## config.mk

```make
export PLATFORM = sky130hd
export DESIGN_NAME = rat_flags
export DESIGN_NICKNAME = d
export VERILOG_FILES = /design/src/common/rat_pkg.sv /design/src/rat_flags/rat_read_capture.sv /design/src/rat_flags/rat_slot_bypass.sv /design/src/rat_flags/rat_read_resolve.sv /design/src/rat_flags/rat_flag_entry.sv /design/src/verilog/rat_flags.sv
export VERILOG_INCLUDE_DIRS = /design/src /design/src/common
export SDC_FILE = /design/constraint.sdc
export NUM_CORES = 1
export LEC_CHECK = 0
export BUFFER_PORTS_ARGS = -buffer_cell sky130_fd_sc_hd__buf_4
export CORE_MARGIN = 1
export CORE_UTILIZATION = 38
export CTS_CLUSTER_DIAMETER = 150
export DETAILED_ROUTE_END_ITERATION = 12
export GPL_ROUTABILITY_DRIVEN = 0
export MAX_ROUTING_LAYER = met4
export PLACE_DENSITY = 0.68
export RECOVER_POWER = 25
export SETUP_SLACK_MARGIN = 0.4
export SLEW_MARGIN = 25
export SYNTH_ARGS = -nofsm -noshare
export SYNTH_HDL_FRONTEND = slang
export SYNTH_SLANG_ARGS = --single-unit
export TNS_END_PERCENT = 100
```

## constraint.sdc

```tcl
create_clock -name clk -period 4.22 [get_ports clk]
set_clock_uncertainty 0.2 [all_clocks]
set_input_delay 0 -clock clk [delete_from_list [all_inputs] [get_ports clk]]
set_output_delay 0 -clock clk [all_outputs]
set_load 0.02 [all_outputs]
```

## src/common/rat_consts.svh

```systemverilog
`ifndef RAT_CONSTS_SVH
`define RAT_CONSTS_SVH

// Rename bundle and port counts.
`define RAT_SLOTS 6
`define RAT_RET_PORTS 4
`define RAT_READ_PORTS 4

`define RAT_ADDR_W 4
`define ROB_ADDR_W 9
`define FN_W 10

// Read indices that select the flag entry instead of a bypass.
`define RAT_IDX_ENTRY 4'hE
`define RAT_IDX_ENTRY_RET 4'hD

`define FN_RESET 10'd9

`endif

```

## src/common/rat_pkg.sv

```systemverilog
`include "rat_consts.svh"

package rat_pkg;

  // Architectural index of a read or rename slot.
  typedef logic [`RAT_ADDR_W-1:0] rat_idx_t;

  typedef logic [`ROB_ADDR_W-1:0] rob_addr_t;

  typedef logic [`FN_W-1:0] funit_t;

  // One bit per rename slot.
  typedef logic [`RAT_SLOTS-1:0] slot_mask_t;

  typedef logic thread_t;

endpackage

```

## src/rat_flags/rat_read_capture.sv

```systemverilog
`timescale 1ns/1ps

`include "rat_consts.svh"

module rat_read_capture (
  input  logic              clk,
  input  logic              rst,
  input  logic              read_clkEn,
  input  rat_pkg::rat_idx_t read_addr [`RAT_READ_PORTS],
  input  rat_pkg::thread_t  read_thread,
  output rat_pkg::rat_idx_t cap_addr [`RAT_READ_PORTS],
  output rat_pkg::thread_t  cap_thread
);

  import rat_pkg::*;

  rat_idx_t addr_q [`RAT_READ_PORTS];
  thread_t  thread_q; // Also steers rename writes.

  always_ff @(posedge clk)
  begin
    if (rst)
    begin
      for (int p = 0; p < `RAT_READ_PORTS; p++)
      begin
        addr_q[p] <= '0;
      end
      thread_q <= '0;
    end
    else if (read_clkEn)
    begin
      for (int p = 0; p < `RAT_READ_PORTS; p++)
      begin
        addr_q[p] <= read_addr[p];
      end
      thread_q <= read_thread;
    end
  end

  assign cap_addr   = addr_q;
  assign cap_thread = thread_q;

endmodule

```

## src/rat_flags/rat_slot_bypass.sv

```systemverilog
`timescale 1ns/1ps

`include "rat_consts.svh"

module rat_slot_bypass #(
  parameter type payload_t = rat_pkg::rob_addr_t
) (
  input  rat_pkg::rat_idx_t idx,
  input  rat_pkg::rat_idx_t rs_index [`RAT_SLOTS],
  input  payload_t          payload [`RAT_SLOTS],
  output payload_t          sel,
  output logic              hit
);

  import rat_pkg::*;

  slot_mask_t match;

  always_comb
  begin
    for (int s = 0; s < `RAT_SLOTS; s++)
    begin
      match[s] = (rs_index[s] == idx);
    end
  end

  // Later slots override earlier ones.
  always_comb
  begin
    sel = '0;
    for (int s = 0; s < `RAT_SLOTS; s++)
    begin
      if (match[s])
      begin
        sel = payload[s];
      end
    end
  end

  assign hit = |match;

endmodule

```

## src/rat_flags/rat_read_resolve.sv

```systemverilog
`timescale 1ns/1ps

`include "rat_consts.svh"

module rat_read_resolve (
  input  rat_pkg::rat_idx_t  cap_addr,
  input  rat_pkg::rat_idx_t  rs_index [`RAT_SLOTS],
  input  rat_pkg::rob_addr_t new_rob [`RAT_SLOTS],
  input  rat_pkg::funit_t    new_fn [`RAT_SLOTS],
  input  rat_pkg::rob_addr_t ent_rob,
  input  rat_pkg::funit_t    ent_fn,
  input  logic               ent_retired,
  output rat_pkg::rob_addr_t read_data,
  output rat_pkg::funit_t    read_fn,
  output logic               read_retired
);

  import rat_pkg::*;

  rob_addr_t byp_rob;
  funit_t    byp_fn;
  logic      byp_hit;

  rat_slot_bypass #(
    .payload_t (rob_addr_t)
  ) rob_bypass_i (
    .idx      (cap_addr),
    .rs_index (rs_index),
    .payload  (new_rob),
    .sel      (byp_rob),
    .hit      (byp_hit)
  );

  // Same match as above, hit not needed twice.
  rat_slot_bypass #(
    .payload_t (funit_t)
  ) fn_bypass_i (
    .idx      (cap_addr),
    .rs_index (rs_index),
    .payload  (new_fn),
    .sel      (byp_fn),
    .hit      ()
  );

  always_comb
  begin
    read_data    = '0;
    read_fn      = '0;
    read_retired = 1'b0;
    case (cap_addr)
      `RAT_IDX_ENTRY:
      begin
        read_data    = ent_rob;
        read_fn      = ent_fn;
        read_retired = ent_retired;
      end
      `RAT_IDX_ENTRY_RET:
      begin
        read_data    = ent_rob;
        read_fn      = ent_fn;
        read_retired = 1'b1; // Forced retired.
      end
      default:
      begin
        if (byp_hit)
        begin
          read_data = byp_rob; // In-flight rename result.
          read_fn   = byp_fn;
        end
      end
    endcase
  end

endmodule

```

## src/rat_flags/rat_flag_entry.sv

```systemverilog
`timescale 1ns/1ps

`include "rat_consts.svh"

module rat_flag_entry (
  input  logic                      clk,
  input  logic                      rst,
  input  rat_pkg::thread_t          cap_thread,
  input  rat_pkg::rob_addr_t        new_rob [`RAT_SLOTS],
  input  rat_pkg::funit_t           new_fn [`RAT_SLOTS],
  input  logic [`RAT_READ_PORTS-1:0] new_wen,
  input  rat_pkg::rob_addr_t        ret_addr [`RAT_RET_PORTS],
  input  logic                      ret_wen [`RAT_RET_PORTS],
  input  logic                      retire_all,
  input  rat_pkg::thread_t          ret_thread,
  output rat_pkg::rob_addr_t        ent_rob,
  output rat_pkg::funit_t           ent_fn,
  output logic                      ent_retired
);

  import rat_pkg::*;

  localparam int NTHREADS = 2;

  rob_addr_t  rob_q [NTHREADS];
  funit_t     fn_q [NTHREADS];
  logic       retired_q [NTHREADS];

  slot_mask_t wen_slot;
  logic       wr_any;
  rob_addr_t  wr_rob;
  funit_t     wr_fn;
  logic       ret_hit [NTHREADS];

  // Write enables sit on slots 1, 2, 4 and 5.
  always_comb
  begin
    wen_slot = '0;
    for (int p = 0; p < `RAT_READ_PORTS; p++)
    begin
      wen_slot[p + p / 2 + 1] = new_wen[p];
    end
  end

  assign wr_any = |wen_slot;

  always_comb
  begin
    wr_rob = '0;
    wr_fn  = '0;
    for (int s = 0; s < `RAT_SLOTS; s++)
    begin
      if (wen_slot[s])
      begin
        wr_rob = new_rob[s]; // Highest slot wins.
        wr_fn  = new_fn[s];
      end
    end
  end

  always_comb
  begin
    for (int t = 0; t < NTHREADS; t++)
    begin
      ret_hit[t] = 1'b0;
      for (int r = 0; r < `RAT_RET_PORTS; r++)
      begin
        ret_hit[t] = ret_hit[t] | (ret_wen[r] & (ret_addr[r] == rob_q[t]));
      end
    end
  end

  always_ff @(posedge clk)
  begin
    for (int t = 0; t < NTHREADS; t++)
    begin
      if (rst)
      begin
        rob_q[t]     <= '0;
        fn_q[t]      <= `FN_RESET;
        retired_q[t] <= 1'b1;
      end
      else if (wr_any && cap_thread == thread_t'(t))
      begin
        rob_q[t]     <= wr_rob;
        fn_q[t]      <= wr_fn;
        retired_q[t] <= 1'b0; // New producer beats retire.
      end
      else if ((ret_hit[t] || retire_all) && ret_thread == thread_t'(t))
      begin
        retired_q[t] <= 1'b1;
      end
    end
  end

  assign ent_rob     = rob_q[cap_thread];
  assign ent_fn      = fn_q[cap_thread];
  assign ent_retired = retired_q[cap_thread];

endmodule

```

## src/verilog/rat_flags.sv

```systemverilog
`timescale 1ns/1ps

`include "rat_consts.svh"

module rat_flags (
  input  logic                       clk,
  input  logic                       rst,
  input  logic                       read_clkEn,
  input  rat_pkg::thread_t           read_thread,
  input  rat_pkg::rat_idx_t          read_addr [`RAT_READ_PORTS],
  input  rat_pkg::rob_addr_t         new_rob [`RAT_SLOTS],
  input  rat_pkg::funit_t            new_fn [`RAT_SLOTS],
  input  rat_pkg::rat_idx_t          rs_index [`RAT_SLOTS],
  input  logic [`RAT_READ_PORTS-1:0] new_wen,
  input  rat_pkg::rob_addr_t         ret_addr [`RAT_RET_PORTS],
  input  logic                       ret_wen [`RAT_RET_PORTS],
  input  logic                       retire_all,
  input  rat_pkg::thread_t           ret_thread,
  output rat_pkg::rob_addr_t         read_data [`RAT_READ_PORTS],
  output rat_pkg::funit_t            read_fn [`RAT_READ_PORTS],
  output logic                       read_retired [`RAT_READ_PORTS]
);

  import rat_pkg::*;

  rat_idx_t  cap_addr [`RAT_READ_PORTS];
  thread_t   cap_thread;
  rob_addr_t ent_rob;
  funit_t    ent_fn;
  logic      ent_retired;

  rat_read_capture read_capture_i (
    .clk         (clk),
    .rst         (rst),
    .read_clkEn  (read_clkEn),
    .read_addr   (read_addr),
    .read_thread (read_thread),
    .cap_addr    (cap_addr),
    .cap_thread  (cap_thread)
  );

  rat_flag_entry flag_entry_i (
    .clk         (clk),
    .rst         (rst),
    .cap_thread  (cap_thread),
    .new_rob     (new_rob),
    .new_fn      (new_fn),
    .new_wen     (new_wen),
    .ret_addr    (ret_addr),
    .ret_wen     (ret_wen),
    .retire_all  (retire_all),
    .ret_thread  (ret_thread),
    .ent_rob     (ent_rob),
    .ent_fn      (ent_fn),
    .ent_retired (ent_retired)
  );

  // Port p serves rename slot 1, 2, 4, 5.
  genvar p;
  generate
    for (p = 0; p < `RAT_READ_PORTS; p++)
    begin : g_read
      rat_read_resolve read_resolve_i (
        .cap_addr     (cap_addr[p]),
        .rs_index     (rs_index),
        .new_rob      (new_rob),
        .new_fn       (new_fn),
        .ent_rob      (ent_rob),
        .ent_fn       (ent_fn),
        .ent_retired  (ent_retired),
        .read_data    (read_data[p]),
        .read_fn      (read_fn[p]),
        .read_retired (read_retired[p])
      );
    end
  endgenerate

endmodule

```

# Word level (Yosys, flattened, before mapping)
# Memories as Yosys holds them, arrays and structs flattened. A register that Yosys moved wholly into a read port is not among the register bits.
# Cells that the tools add are included.
[word_totals]
reg_bits = 17
mem_bits_rw = 40
in_bits = 204
output_inout_bits = 80
word_cells = 193
n_memories = 3
[memory_table]
columns = ["memory", "depth", "width", "read_ports", "rd_ports_with_merged_regs", "wr", "line", "text"]
rows = [
  ["flag_entry_i.fn_q", 2, 10, 1, 1, 2, "rat_flag_entry.sv:26", "funit_t fn_q [NTHREADS];"],
  ["flag_entry_i.rob_q", 2, 9, 3, 1, 2, "rat_flag_entry.sv:25", "rob_addr_t rob_q [NTHREADS];"],
  ["flag_entry_i.retired_q", 2, 1, 1, 1, 2, "rat_flag_entry.sv:27", "logic retired_q [NTHREADS];"],
]
[classes]
n_eq_ne = 40
mux = 106
bitwise = 24
reduce_logical = 15
[op_table]
columns = ["operator", "count"]
rows = [
  ["2-to-1 mux 10 bit", 38],
  ["2-to-1 mux 9 bit", 38],
  ["equality test 4 bit", 24],
  ["equality test 9 bit", 8],
  ["equality test 4 bit, second input constant", 8],
  ["2-to-1 mux 1 bit", 26],
  ["OR reduction 6 bit", 4],
  ["OR 1 bit", 14],
  ["AND 1 bit", 8],
  ["case mux 1 bit (2 select lines)", 4],
  ["OR reduction 2 bit", 4],
  ["logical AND 1 bit", 4],
  ["OR reduction 4 bit", 1],
  ["logical OR 1 bit", 2],
  ["inverter 1 bit", 2],
]

# Logic depth before layout (Yosys ltp)
# An unclocked memory read counts as a cell.
[logic_depth]
depth_word = 13
depth_mapped = 8
depth_no_buf = 5

# By module
# A second synthesis with hierarchy kept.
[hier_totals]
hier_cells = 1571
area_unflattened_um2 = 12323.1
[by_module_without_submodules]
columns = ["mod", "instances", "cells_per_inst", "area_per_inst_um2", "seq_area_each_um2"]
rows = [
  ["rat_slot_bypass (g_read[0].read_resolve_i.fn_bypass_i ...)", 4, 121, 898.4, 0.0],
  ["rat_slot_bypass (g_read[0].read_resolve_i.rob_bypass_i ...)", 4, 112, 830.8, 0.0],
  ["rat_flag_entry", 1, 324, 3130.5, 1191.1],
  ["rat_read_resolve", 4, 65, 415.4, 0.0],
  ["rat_read_capture", 1, 55, 614.3, 340.3],
]

# Worst setup path after synthesis
# Ideal clock, no wire load.
[synth_path]
kind = "register to register"
from = "register read_capture_i.thread_q (netlist: read_capture_i.cap_thread)"
to = "memory flag_entry_i.retired_q[0], enable pin"
setup_time_ns = 0.295
arrival_ns = 1.810
required_ns = 3.725
setup_slack_ns = 1.916
path_stages_with_launch = 6
path_buffers = 1
period_less_slack_ns = 2.304
cell_sequence = "dfxtp_1 > clkbuf_1 > o21bai_1 > a311oi_1 > nand4_1 > o21a_1"
[synth_lines]
columns = ["element", "line", "text"]
rows = [
  ["start, declared", "rat_read_capture.sv:18", "thread_t thread_q;"],
  ["start signal, assigned", "rat_read_capture.sv:36", "thread_q <= read_thread;"],
  ["end, declared", "rat_flag_entry.sv:27", ""],
]

==> impl_summary.md <==
Outcome
The run finished with clean final reports.

Yosys
The number of nets handed over by synthesis was 1,440. The most numerous cell in the Yosys netlist is sky130_fd_sc_hd__nor2_1. The sequential-to-total area share from yosys stat is 0.165. The cell accounting for the most synthesized area is sky130_fd_sc_hd__edfxtp_1. The share of synthesized area in the top cell type comes to 0.124.

In this run, synthesis produced a sequential element count of 58. In this run, distinct cell masters in the synthesized netlist total 53. Ranked by total cell area, the synthesized netlist is headed by sky130_fd_sc_hd__edfxtp_1 12%, sky130_fd_sc_hd__xor2_1 9.7%, sky130_fd_sc_hd__a221o_1 7.3%, sky130_fd_sc_hd__o22a_1 6.4%, sky130_fd_sc_hd__xnor2_1 6.3%.

Counting instances in the post-synthesis netlist gives the leading cell types as 129 x sky130_fd_sc_hd__nor2_1, 104 x sky130_fd_sc_hd__xor2_1, 102 x sky130_fd_sc_hd__nand2_1. After synthesis, the mean cell area works out to about 7.6 sq um. Counting every instance in the synthesized netlist gives 1,236. The commonest register cell after synthesis is sky130_fd_sc_hd__edfxtp_1. For this run, asynchronously set or reset flops after synthesis account for 0. Yosys printed 0 warnings. In this run, synthesis inferred 39 flip-flops with an integrated enable. In this run the cell area of the synthesized design comes to 0.00942 sq mm.

Min path
The hold-critical path endpoint is flag_entry_i.fn_q[1][8]. The class of the most critical hold timing path is primary input to register. The worst hold path was traced through 5 stages. The hold path startpoint is new_fn[18].

Cells and area
At the end of the flow the core is filled with cells to 0.524. The fill cell total of the finished layout is 2,300. In the final design database the tool counted 1,700 nets.

The number of antenna diodes in the final layout is 0. In the final layout, the share of cells above drive strength 1 is 0.249. The non-filler instance count after layout is 1,825.

From synthesis to final layout, the design area changed by 35.3%.

Route
After detailed routing, the number of remaining DRC violations is 0. The via total after detailed routing is around 12,000. The remaining antenna violation count is 0. The detailed-route wire length per cell is 25.7 microns. The first TritonRoute pass finished after 7 iterations. Summed over all layers, the routed wires come to approximately 47,000 microns.

The post-detailed-route via-to-cell ratio is 6.60. The number of DRC markers in iteration 0 is around 1,900.

Timing
Setup total negative slack on the finished layout was measured at 0 ns. The final hold slack is 0.0346 ns. Setup repair after global routing left no endpoint under its margin.

The number of max-slew violations in the final report is 0. Setup violations remaining at the end of the flow were counted as 0. The hold violation total from the final report came to 0. In this run the tightest slew margin relative to its limit is 0.158. The highest achievable clock rate is 276 MHz. At the pin with the least slew margin, the transition time is 1.26 ns. The share of the clock period used by the worst path is 0.858. The clock period minus worst slack is 3.62 ns.

CTS
The sink count of the clock tree is 58. After clock tree synthesis, the clock-pin slew on the worst setup and hold paths is 0.06 ns. The tree is rooted in a sky130_fd_sc_hd__clkbuf_16. The number of setup buffers added after CTS is 0. TritonCTS built the clock tree. The maximum buffer depth of the clock tree is 2.

In this run, CTS created clock tree buffers numbering 9. The maximum level of the CTS H-tree is 3. The clock latency on the worst-skew pair is 0.34 ns.

Place
The detailed placement HPWL is 33,100 microns. In this run the tool buffered the top-level ports with 283 buffer cells. The total placed cells including tap cells is 1,720.

Worst setup path
STA puts the critical path data arrival time at 3.42 ns. The reg-to-reg startpoint is read_capture_i.cap_thread. The worst register-to-register path ends at flag_entry_i.retired_q[0]. The required time of the critical path is 4.02 ns.

Across all register-to-register paths, the minimum setup slack is 1.27 ns. Along the worst path, the maximum fanout reaches 18. On the worst path, the slowest cell contributes a delay of 0.79 ns. The type of element launching the critical path is a register.

The slowest stage of the critical path is the sky130_fd_sc_hd__nor4_4 cell. The sum of buffers and inverters on the critical path is 1. The worst setup path is captured at an output pin. The signal on the critical path passes through xor2_1, nor4_4, nand2b_1, o211a_1, a31o_1, buf_4. Measured in cells, the most critical reg-to-reg path has a length of 6. The critical path is of the register to output pin type.

On the critical path the largest part of the delay comes from compound AO/OA/AOI/OAI gates.

Floorplanning
In this run the standard cell core region covers 0.0243 sq mm. The die covers 0.0254 sq mm. The number of ports placed on the die boundary is 284.

The x dimension of the die is 159 microns. For this configuration, the core starts out at a cell density of 0.387. The overall die height is 159 microns. The site row count is 57.

Global route
The number of global-route vias before repair is between 10,000 and 15,000. The initial antenna violation count is 0. The total overflow left after global routing is 0. The global-route total usage across every layer is 0.368. The first global-routing pass estimated 70,100 microns of wire. Entering global routing, the biggest net connects 40 pins.

Flow run
The tool flagged a number of max-cap violations equal to 0.

Power and ir drop
The total power draw is around 3.3 mW. The leakage power is 5.24 nW. Power spread over the standard cell area amounts to 255 mW/mm^2.

The maximum resistive drop on vdd is between 0.15 and 0.2 mV.
## report_power, final
part,total (mW),switching (mW),internal (mW)
Combinational,1.63,0.917,0.711
Clock,0.887,0.305,0.582
Sequential,0.736,0.0828,0.654
## worst reg2reg max path, delay by kind of cell (launching register included)
family	cells	cell delay [ns]
and+or+nand+nor	1	0.17
buffers and inverters	2	1.50
DFF	1	0.37
AOI/OAI and AO/OA	3	0.43
## sequential cells by signal (all words and copies together) (netlist names), named ones only
signal	cells
flag_entry_i.fn_q	20
flag_entry_i.retired_q	2
flag_entry_i.rob_q	18
read_capture_i.cap_addr	16
read_capture_i.cap_thread	1
## stage by stage
step           cell area [sq um]  setup slack [ns]
6_report                   12800             0.600
5_1_grt                    12800             0.578
4_1_cts                    12800             0.716
3_5_place_dp               11500              1.10
3_3_place_gp               11500              1.17
2_1_floorplan               9420              1.92
## layer usage
metal | part of all wire | vias to the layer above | GRT usage
li1 | - | 5175 | -
met1 | 0.38 | 5535 | 0.462
met2 | 0.43 | 1072 | 0.540
met3 | 0.13 | 266 | 0.0821
met4 | 0.065 | 0 | 0.216
met5 | 0 | - | -
## cell type report
type	count	area [sq um]	share of cell area
Sequential cell	58	1550	0.122
Tap cell	324	405	0.0318
Clock inverter	7	125	0.00981
Timing Repair Buffer	404	3250	0.255
Clock buffer	9	225	0.0177
Multi-Input combinational cell	1019	7180	0.563
Inverter	4	15.0	0.00118
## cells in the final DEF, fill, tap and decap left out, types with 8 or more instances in the layout
| cell | synthesis | routed |
|---|---|---|
| sky130_fd_sc_hd__nand4_1 | 23 | 23 |
| sky130_fd_sc_hd__nand2b_1 | 15 | 15 |
| sky130_fd_sc_hd__buf_4 | 12 | 314 |
| sky130_fd_sc_hd__o22a_1 | 69 | 69 |
| sky130_fd_sc_hd__mux2_2 | 20 | 20 |
| sky130_fd_sc_hd__a31oi_1 | 73 | 73 |
| sky130_fd_sc_hd__and3b_1 | 17 | 17 |
| sky130_fd_sc_hd__nor2_1 | 129 | 129 |
| sky130_fd_sc_hd__xnor2_1 | 68 | 68 |
| sky130_fd_sc_hd__clkbuf_16 | 0 | 9 |
| sky130_fd_sc_hd__mux2i_1 | 34 | 34 |
| sky130_fd_sc_hd__nor4_1 | 20 | 17 |
| sky130_fd_sc_hd__xor2_1 | 104 | 104 |
| sky130_fd_sc_hd__a21oi_1 | 26 | 26 |
| sky130_fd_sc_hd__o21ai_1 | 10 | 10 |
| sky130_fd_sc_hd__edfxtp_1 | 39 | 39 |
| sky130_fd_sc_hd__nand3_1 | 76 | 76 |
| sky130_fd_sc_hd__and2_1 | 8 | 8 |
| sky130_fd_sc_hd__nand2_1 | 102 | 102 |
| sky130_fd_sc_hd__a221o_1 | 69 | 69 |
| sky130_fd_sc_hd__dlygate4sd3_1 | 0 | 89 |
| sky130_fd_sc_hd__dfxtp_1 | 19 | 19 |
| sky130_fd_sc_hd__a31o_1 | 64 | 64 |
## timing repair
| action | 4_1_cts | 5_1_grt |
|---|---|---|
| endpoints found under the hold margin | 58 | 0 |
| gates resized for setup | 0 | 0 |
| hold buffers | 89 | 0 |
| setup endpoints to repair | 0 | 0 |
## worst max-delay path by stage
stage / start / endpoint / slack, ns / depth (start not counted)
CTS: read_capture_i.cap_addr[9] / read_data[24] / 0.72 / 6
global placement: read_capture_i.cap_addr[8] / read_data[24] / 1.17 / 6
global route: read_capture_i.cap_addr[8] / read_data[25] / 0.58 / 6
detailed placement: read_capture_i.cap_addr[8] / read_data[24] / 1.10 / 6
floorplan: read_capture_i.cap_thread / flag_entry_i.retired_q[0] / 1.92 / 5
finish: read_capture_i.cap_addr[8] / read_data[24] / 0.60 / 6
## kinds of logic (layout without fill, tap and decap cells)
group                     Yosys count  count (layout)  synth area share
muxes                              54              54            0.0600
xor gates and xnor gates          172             172             0.160
and+or+nand+nor                   440             440             0.238
buffers and inverters             159             424            0.0775
DFF                                58              58             0.165
AOI/OAI and AO/OA                 353             353             0.300
No activity file was read; power rests on OpenSTA's default activity.
